<file path="config.mk">
export PLATFORM = sky130hd
export DESIGN_NAME = ramReadWriteArbiter
export DESIGN_NICKNAME = d
export VERILOG_FILES = /design/src/verilog/ufiPkg.sv /design/src/verilog/syncFifo.sv /design/src/verilog/ramReadWriteArbiter.sv
export SDC_FILE = /design/constraint.sdc
export NUM_CORES = 2
export LEC_CHECK = 0
export BUFFER_PORTS_ARGS = -buffer_cell sky130_fd_sc_hd__clkbuf_2
export CORE_ASPECT_RATIO = 0.6
export CORE_UTILIZATION = 34
export CTS_CLUSTER_DIAMETER = 120
export CTS_CLUSTER_SIZE = 40
export DETAILED_ROUTE_END_ITERATION = 7
export GPL_TIMING_DRIVEN = 0
export PLACE_DENSITY_LB_ADDON = 0.12
export SYNTH_ARGS = -nofsm -noshare
export SYNTH_HDL_FRONTEND = slang
export SYNTH_SLANG_ARGS = --single-unit
</file>
<file path="constraint.sdc">
create_clock -name iCLK -period 7.6 [get_ports iCLK]
set_clock_uncertainty 0.05 [all_clocks]
set_input_delay 0.38 -clock iCLK [delete_from_list [all_inputs] [get_ports iCLK]]
set_output_delay 0.38 -clock iCLK [all_outputs]
set_load 0.02 [all_outputs]
</file>
<file path="src/verilog/ufiPkg.sv">
// --------------------------------------------------------------------------
// UFI RAM interface definitions
// Bus widths, command word fields, RAM geometry and the port structs
// shared by the arbiter, the block RAM and the top level
// --------------------------------------------------------------------------
package ufiPkg;

	// Bus widths
	localparam int UFI_DQ_BITS = 16;
	localparam int UFI_ADRS_BITS = 32;

	// Command word fields, bit 29 reserved
	localparam int UFI_ENABLE_BIT = 31;
	localparam int UFI_READ_BIT = 30;
	localparam int UFI_BLOCK_LSB = 25;
	localparam int UFI_BLOCK_BITS = 4;

	// RAM geometry, upper address bits alias
	localparam int RAM_WORD_BITS = 6;
	localparam int RAM_DEPTH = 2 ** (UFI_BLOCK_BITS + RAM_WORD_BITS);
	localparam int RAM_READ_LATENCY = 3;

	// Depth of every arbiter queue
	localparam int FIFO_DEPTH = 16;

	typedef logic [UFI_DQ_BITS-1:0] ufiDqT;
	typedef logic [UFI_ADRS_BITS-1:0] ufiAdrsT;
	// Block ID on top, low word bits below
	typedef logic [UFI_BLOCK_BITS+RAM_WORD_BITS-1:0] ramIndexT;

	// Command, bus side and RAM side
	typedef struct packed {
		ufiAdrsT adrs;
		ufiDqT dq;
	} ufiCmdT;

	// Read response with echoed command word
	typedef struct packed {
		ufiAdrsT adrs;
		ufiDqT dq;
	} ufiRspT;

	// RAM read return
	typedef struct packed {
		logic valid;
		ufiDqT dq;
	} ramRdT;

endpackage

</file>
<file path="src/verilog/syncFifo.sv">
// --------------------------------------------------------------------------
// Synchronous FIFO
// Circular buffer with first-word-fall-through output and full/empty flags
// --------------------------------------------------------------------------
`timescale 1ns/100ps

module syncFifo #(
	parameter int WIDTH = 8,
	parameter int DEPTH = 16
)(
	input  logic iCLK,
	input  logic rstN,
	input  logic [WIDTH-1:0] wrData,
	input  logic wrEn,
	output logic [WIDTH-1:0] rdData,
	input  logic rdEn,
	output logic full,
	output logic empty
);
	localparam int PTR_BITS = (DEPTH > 1) ? $clog2(DEPTH) : 1;

	logic [WIDTH-1:0] mem [DEPTH];
	logic [PTR_BITS-1:0] wrPtr;
	logic [PTR_BITS-1:0] rdPtr;
	// One extra bit so count can reach DEPTH
	logic [PTR_BITS:0] count;
	logic doWrite;
	logic doRead;

	assign doWrite = wrEn && !full;
	assign doRead = rdEn && !empty;
	assign full = (count == (PTR_BITS + 1)'(DEPTH));
	assign empty = (count == '0);
	// Head word always on the output
	assign rdData = mem[rdPtr];

	// Storage
	always_ff @(posedge iCLK)
	begin
		if (doWrite)
			mem[wrPtr] <= wrData;
	end

	// Pointers and occupancy
	always_ff @(posedge iCLK or negedge rstN)
	begin
		if (!rstN)
		begin
			wrPtr <= '0;
			rdPtr <= '0;
			count <= '0;
		end
		else
		begin
			if (doWrite)
				wrPtr <= (wrPtr == PTR_BITS'(DEPTH - 1)) ? '0 : wrPtr + 1'b1;
			if (doRead)
				rdPtr <= (rdPtr == PTR_BITS'(DEPTH - 1)) ? '0 : rdPtr + 1'b1;
			if (doWrite && !doRead)
				count <= count + 1'b1;
			else if (doRead && !doWrite)
				count <= count - 1'b1;
		end
	end

	// Caller must respect the flags
	assert property (@(posedge iCLK) disable iff (!rstN) wrEn |-> !full)
		else $error("syncFifo: write while full");
	assert property (@(posedge iCLK) disable iff (!rstN) rdEn |-> !empty)
		else $error("syncFifo: read while empty");

endmodule

</file>
<file path="src/verilog/ramReadWriteArbiter.sv">
// --------------------------------------------------------------------------
// RAM read/write arbiter
// Queues enabled bus commands toward the RAM port, keeps the command word
// of every pending read and pairs it with the returning RAM data
// --------------------------------------------------------------------------
`timescale 1ns/100ps

module ramReadWriteArbiter
	import ufiPkg::*;
(
	input  logic iCLK,
	input  logic rstN,
	// Bus command port
	input  ufiCmdT cmd,
	output logic rdy,
	// Bus response port without ready
	output ufiRspT rsp,
	// RAM command port
	output ufiCmdT ramCmd,
	input  logic ramRdy,
	// RAM read return
	input  ramRdT ramRd
);

	// ----------------------------------------------------------------------
	// Command side
	// ----------------------------------------------------------------------
	logic cmdAccept;
	logic cmdIsRead;
	logic cmdQFull;
	logic cmdQEmpty;
	logic cmdQPop;
	ufiCmdT cmdHead;
	logic pendQFull;
	logic pendQEmpty;
	ufiAdrsT pendHead;
	logic rspPop;

	assign cmdIsRead = cmd.adrs[UFI_READ_BIT];
	// Stall when either queue runs out of room
	assign rdy = !cmdQFull && !pendQFull;
	// Enable bit doubles as valid
	assign cmdAccept = cmd.adrs[UFI_ENABLE_BIT] && rdy;

	syncFifo #(
		.WIDTH($bits(ufiCmdT)),
		.DEPTH(FIFO_DEPTH)
	) commandQueue (
		.iCLK(iCLK),
		.rstN(rstN),
		.wrData(cmd),
		.wrEn(cmdAccept),
		.rdData(cmdHead),
		.rdEn(cmdQPop),
		.full(cmdQFull),
		.empty(cmdQEmpty)
	);

	// Head goes out whenever the RAM takes it
	assign cmdQPop = !cmdQEmpty && ramRdy;
	assign ramCmd = cmdQEmpty ? '0 : cmdHead;

	// Command words of reads in flight
	syncFifo #(
		.WIDTH($bits(ufiAdrsT)),
		.DEPTH(FIFO_DEPTH)
	) pendingReadQueue (
		.iCLK(iCLK),
		.rstN(rstN),
		.wrData(cmd.adrs),
		.wrEn(cmdAccept && cmdIsRead),
		.rdData(pendHead),
		.rdEn(rspPop),
		.full(pendQFull),
		.empty(pendQEmpty)
	);

	// ----------------------------------------------------------------------
	// Response side
	// ----------------------------------------------------------------------
	logic rdQFull;
	logic rdQEmpty;
	ufiDqT rdHead;
	ufiAdrsT rspAdrsQ;
	ufiDqT rspDqQ;

	syncFifo #(
		.WIDTH($bits(ufiDqT)),
		.DEPTH(FIFO_DEPTH)
	) readDataQueue (
		.iCLK(iCLK),
		.rstN(rstN),
		.wrData(ramRd.dq),
		.wrEn(ramRd.valid),
		.rdData(rdHead),
		.rdEn(rspPop),
		.full(rdQFull),
		.empty(rdQEmpty)
	);

	// Data and its command word leave together
	assign rspPop = !rdQEmpty;

	always_ff @(posedge iCLK or negedge rstN)
	begin
		if (!rstN)
			rspAdrsQ <= '0;
		else
			rspAdrsQ <= rspPop ? pendHead : '0;
	end

	always_ff @(posedge iCLK)
	begin
		rspDqQ <= rdHead;
	end

	assign rsp = '{adrs: rspAdrsQ, dq: rspDqQ};

	// Returned data always has a pending command word, so the
	// data queue stays bounded by the pending queue
	assert property (@(posedge iCLK) disable iff (!rstN)
		ramRd.valid |-> (!pendQEmpty && !rdQFull))
		else $error("arbiter: read data without pending read");

endmodule

</file>
# After elaboration in Yosys (flattened, before gate mapping)

Memory sizes are Yosys's and may differ from the RTL's. A register that Yosys moved wholly into a read port is not among the register bits.
Cells that the tools add are included.

Bits in registers: 71
Memory bits (writable): 1536
Input port bits: 68
Logic and storage cells: 86
Memories: 3

Memories:

| memory               | depth | bits a word | read ports | clocked after Yosys merged registers in | wr ports | RTL line       | RTL |
|---|---|---|---|---|---|---|---|
| commandQueue.mem     | 16    | 48          | 1          | 0                                       | 1        | syncFifo.sv:22 | `logic [WIDTH-1:0] mem [DEPTH];` |
| pendingReadQueue.mem | 16    | 32          | 1          | 0                                       | 1        | syncFifo.sv:22 |  |
| readDataQueue.mem    | 16    | 16          | 1          | 1                                       | 1        | syncFifo.sv:22 |  |

Add/sub/neg operators: 12
Eq/ne operators: 9
Multiplexer cells: 20
Reduce and logical (&&, ||, !) cells: 32

Operator list:

| operator                                          | count |
|---|---|
| two-way mux 48 bit                                | 1 |
| two-way mux 32 bit                                | 1 |
| two-way mux 5 bit                                 | 6 |
| adder 4 x 1 -> 4 bit (second input constant)      | 6 |
| == test 4 bit (second input constant)             | 6 |
| two-way mux 4 bit                                 | 6 |
| adder 5 x 1 -> 5 bit (second input constant)      | 3 |
| == test 5 bit (second input constant)             | 3 |
| logical AND 1 bit                                 | 15 |
| logical NOT 5 bit                                 | 3 |
| subtractor 5 x 1 -> 5 bit (second input constant) | 3 |
| logical NOT 1 bit                                 | 11 |
| two-way mux 1 bit                                 | 6 |
| nonzero test 2 bit                                | 3 |

# Logic depth before layout (Yosys ltp)

Depth after elaboration: 10
Gate-level depth with buffers: 11
Depth with buffers taken out: 9

# Cells and area by module

A second synthesis with hierarchy kept.

Cell total of the unflattened synthesis: 3010
Area total of the unflattened synthesis: 62992.9 µm²

Modules (own cells, without submodules):

| module                      | times used | cells an instance | area each (µm²) |
|---|---|---|---|
| syncFifo (commandQueue)     | 1          | 1431              | 30334.1 |
| syncFifo (pendingReadQueue) | 1          | 890               | 20099.3 |
| syncFifo (readDataQueue)    | 1          | 548               | 10854.2 |
| ramReadWriteArbiter         | 1          | 141               | 1705.4 |

# Worst setup path after synthesis

No wires, ideal clock.

Path kind: register to register
From: register commandQueue.count[0]
To: memory commandQueue.mem[0][0] (netlist name) (enable)
Setup time: 0.513 ns
Arrival time: 4.487 ns
Path slack: 2.551 ns
Cell stages (with the launch flop): 6
Path buffers: 1
Clock period less this slack: 5.049 ns
Cell sequence: dfrtp_1 > nor4_4 > a221oi_1 > buf_2 > nand2_1 > nor3_1

Cells in the longest elaborated chain, start to end: 7

RTL lines:

| item                                      | RTL line                                  | RTL |
|---|---|---|
| from (decl)                               | syncFifo.sv:26                            | `logic [PTR_BITS:0] count;` |
| from (signal assigned)                    | syncFifo.sv:60                            | `count <= count + 1'b1;` |
| from (signal assigned)                    | syncFifo.sv:62                            | `count <= count - 1'b1;` |
| == test 5 bit *                           | syncFifo.sv:32                            | `assign full = (count == (PTR_BITS + 1)'(DEPTH));` |
| logical NOT 1 bit *                       | syncFifo.sv:30, ramReadWriteArbiter.sv:41 |  |
| logical AND 1 bit                         | ramReadWriteArbiter.sv:41                 | `assign rdy = !cmdQFull && !pendQFull;` |
| logical AND 1 bit                         | ramReadWriteArbiter.sv:43                 | `assign cmdAccept = cmd.adrs[UFI_ENABLE_BIT] && rdy;` |
| logical AND 1 bit *                       | syncFifo.sv:30                            | `assign doWrite = wrEn && !full;` |
| named net commandQueue.doWrite            | syncFifo.sv:27                            | `logic doWrite;` |
| two-way mux 1 bit *                       | syncFifo.sv:40                            | `if (doWrite)` |
| two-way mux 1 bit (not written as such) * | syncFifo.sv:41                            | `mem[wrPtr] <= wrData;` |
| to (decl)                                 | syncFifo.sv:22                            |  |

The timed path passes the listed nets; every way through them passes the cells marked *.

==> impl_metrics.json <==
{
  "status": "completed",
  "slew_viol_final": 0,
  "max_slew_margin_pct": 32.3,
  "insertion_delay_ns": 0.75,
  "fp.dieW_um": 552,
  "dp.cells": 5698,
  "hp-class": "primary input to flip-flop",
  "finalNonFillerCells": 5812,
  "grt_pass1_wl_mm": 228,
  "synth_area_um2": 61800,
  "synth_commonest_cells": "1,536 x edfxtp_1, 323 x mux2i_1, 241 x a22oi_1, 224 x mux4_2, 120 x nand2_1",
  "met2_length_mm": 67.5,
  "cts_tree": "done",
  "grt_pass1_vias": 30800,
  "start_util_pct": 34.5,
  "critPathBufInv": 4,
  "postCtsSetupRepairBufs": 0,
  "startpoint_type": "flip-flop",
  "power_mw": 23.6,
  "fp-row-count": 120,
  "core_um2": 179000,
  "path_clk_slew_ns": 0.15,
  "worst-path-max-fanout": 10,
  "switchingPower_mw": 8.59,
  "die_y_um": 332,
  "antenna_found_initial": 5,
  "cts_buffer_depth": 3,
  "cts_buffers": 47,
  "path_common_cell": "buf_2",
  "syn_nets": 3156,
  "cp.required_ns": 7.17,
  "setup_viol": 0,
  "crit_chain": "buf_2, nor2b_1, buf_2, buf_1, a22oi_1, nand2_1, o21ai_1, clkbuf_2",
  "num_vias": 30700,
  "max_cap_violations": 0,
  "critPathMaxStageDelay_ns": 0.61,
  "hpwl_mm": 113,
  "syn_inst": 3060,
  "nNetsFinal": 3489,
  "ys_types": 47,
  "rsz0062_at_grt": "no",
  "h-tree-depth": 2,
  "regToRegStartpoint": "pendingReadQueue.count[1]$_DFFE_PN0P_",
  "vdd_drop_max_mv": 0.179,
  "m1WireLength_mm": 82.7,
  "critPathCaptureType": "primary output",
  "synthDominantCellAreaShare_pct": 74.6,
  "seq_area_frac_synth_pct": 78.0,
  "hold_start": "ramRd[1]",
  "critPathKind": "flip-flop to primary output",
  "synth-main-ff-cell": "edfxtp_1",
  "yosysTopAreaCell": "edfxtp_1",
  "n_fill_cell": 16000,
  "crit_family": "buffers and inverters",
  "worst_slew_pin_slew_ns": 1.01,
  "period_minus_slack_ns": 4.04,
  "clock-sinks": 1623,
  "power_density_nw_per_um2": 342,
  "grt_max_degree": 42,
  "drive_above_1_share_pct": 20.3,
  "met3WireLength_mm": 9.22,
  "p_int_mw": 15.1,
  "wl_mm": 161,
  "root_buffer": "clkbuf_16",
  "synthTopCellsByArea": "edfxtp_1 75%, mux4_2 8.2%, mux2i_1 5.2%",
  "globalRouteOverflowTotal": 0,
  "pin_count": 165,
  "drt_drc_violations_left": 0,
  "holdWs_ns": 0.0403,
  "die_area_um2": 184000,
  "dr.pass1.iters": 6,
  "swShare_pct": 36.3,
  "area_delta_synth_final_pct": 11.7,
  "fmax_ghz": 0.248,
  "power_frac_comb_pct": 37.5,
  "grt_usage_pct": 17.3,
  "wl_per_cell_um": 27.7,
  "ys_ff_latch": 1623,
  "period_share_pct": 53.1,
  "synth_most_common_cell": "edfxtp_1",
  "synth-edff-count": 1536,
  "power.share.clock_pct": 16.2,
  "gp_congestion": 0.758,
  "ant_nets": 0,
  "portBuffers": 164,
  "async_reset_ff_share_pct": 4.37,
  "drt_iter0_markers": 3423,
  "hold_violations": 0,
  "design_area_um2": 69000,
  "p_leak_nw": 22.4,
  "placedInstanceArea_um2": 67400,
  "syn-mean-instance-area_um2": 20.2,
  "viasPerCell": 5.28,
  "top_layer": "met5",
  "crit_slowest_cell": "nor2b_1",
  "critPathLaunch": "commandQueue.rdPtr[2]$_DFFE_PN0P_",
  "synth_warnings": 0,
  "pwr-share-seq_pct": 46.3,
  "arrival_ns": 3.61
}
[power by group through the flow]
stage	registers [mW]	logic (mW)	clock network, mW
global route	11.0	9.44	4.21
global placement	11.2	8.53	0
detailed placement	11.2	8.93	0
finish	11.0	8.86	3.83
CTS	11.0	8.97	3.97
floorplan	11.3	5.22	0
[state kept, by name, indices dropped and copies added (netlist names)]
name / flops
pendingReadQueue.rdPtr: 4
rspDqQ: 16
pendingReadQueue.count: 5
pendingReadQueue.mem: 512
commandQueue.wrPtr: 4
commandQueue.rdPtr: 4
commandQueue.mem: 768
rspAdrsQ: 32
readDataQueue.count: 5
commandQueue.count: 5
readDataQueue.wrPtr: 4
readDataQueue.mem: 256
pendingReadQueue.wrPtr: 4
readDataQueue.rdPtr: 4
[worst paths after layout]
path,end,slack (ns),depth (start not counted)
max,ramCmd[44],3.56,8
max in group asynchronous,rspAdrsQ[6]$_DFF_PN0_,6.58,3
min in group asynchronous,rspAdrsQ[29]$_DFF_PN0_,0.16,2
min,readDataQueue.mem[4][1]$_DFFE_PP_,0.04,1
min reg2reg,pendingReadQueue.rdPtr[2]$_DFFE_PN0P_,0.50,1
max reg2reg,pendingReadQueue.count[4]$_DFFE_PN0P_,3.98,9
[per-layer routing]
metal  global-route usage (%)  vias up
met2                     24.6      849
met5                        0        -
met1                     28.3    16700
met3                     2.41       83
met4                     2.44        4
li1                         -    13100
[kinds of logic (layout without fill, tap and decap cells)]
kind of cell / Yosys count / count (layout) / share of synthesized area (%)
buffers and inverters: 186 / 557 / 1.46
other: 0 / 2 / 0
AOI/OAI and AO/OA: 420 / 420 / 4.60
adders and majority gates: 28 / 28 / 0.591
and+or+nand+nor: 236 / 236 / 1.66
muxes: 552 / 552 / 13.5
DFF: 1623 / 1623 / 78.0
xor gates and xnor gates: 15 / 15 / 0.213
[timing repair]
item                                   in CTS  in global routing
hold buffers                               25                  0
endpoints found under the hold margin     414                  0
resized for setup                           0                  0
[final cells by class]
cell class	instances	area, um2	area share (%)
diodes	2	5.00	0.00725
plain buffers	170	840	1.22
clock buffers	81	1300	1.89
clock inverters	6	114	0.165
inverters	16	60.1	0.0870
multi-input cells	1251	13000	18.8
flip-flops and latches	1623	48200	69.8
well taps	2379	2980	4.31
repair buffers	284	2550	3.70
[cell usage in the layout (no fill, tap or decap), drive strengths merged, types with 2 or more instances in the layout]
master and count:
edfxtp 1536, mux2i 323, clkbuf 299, a22oi 241
mux4 224, buf 211, nand2 120, o21ai 104
dfrtp 71, nor2 58, o22ai 32, ha 26
dlygate4sd3 25, nor3 24, inv 19, dfxtp 16
a21oi 13, nand2b 11, xnor2 11, a21o 9
nand3 9, o31ai 6, mux2 5, nor2b 4
a22o 4, xor2 4, and2 3, a2111oi 3
clkinv 3, nor4 3, diode 2, a221oi 2
a21bo 2, o21bai 2, fa 2, or2 2
[metrics by stage]
step	utilization, %	TNS (ns)	setup WS, ns
2_1_floorplan	-	0	2.55
3_3_place_gp	36.6	-410.68	-2.17
3_5_place_dp	37.5	0	3.78
4_1_cts	38.5	0	3.52
5_1_grt	38.5	0	3.43
6_report	38.5	0	3.56
Note: power is estimated with default switching activity, not from simulation.
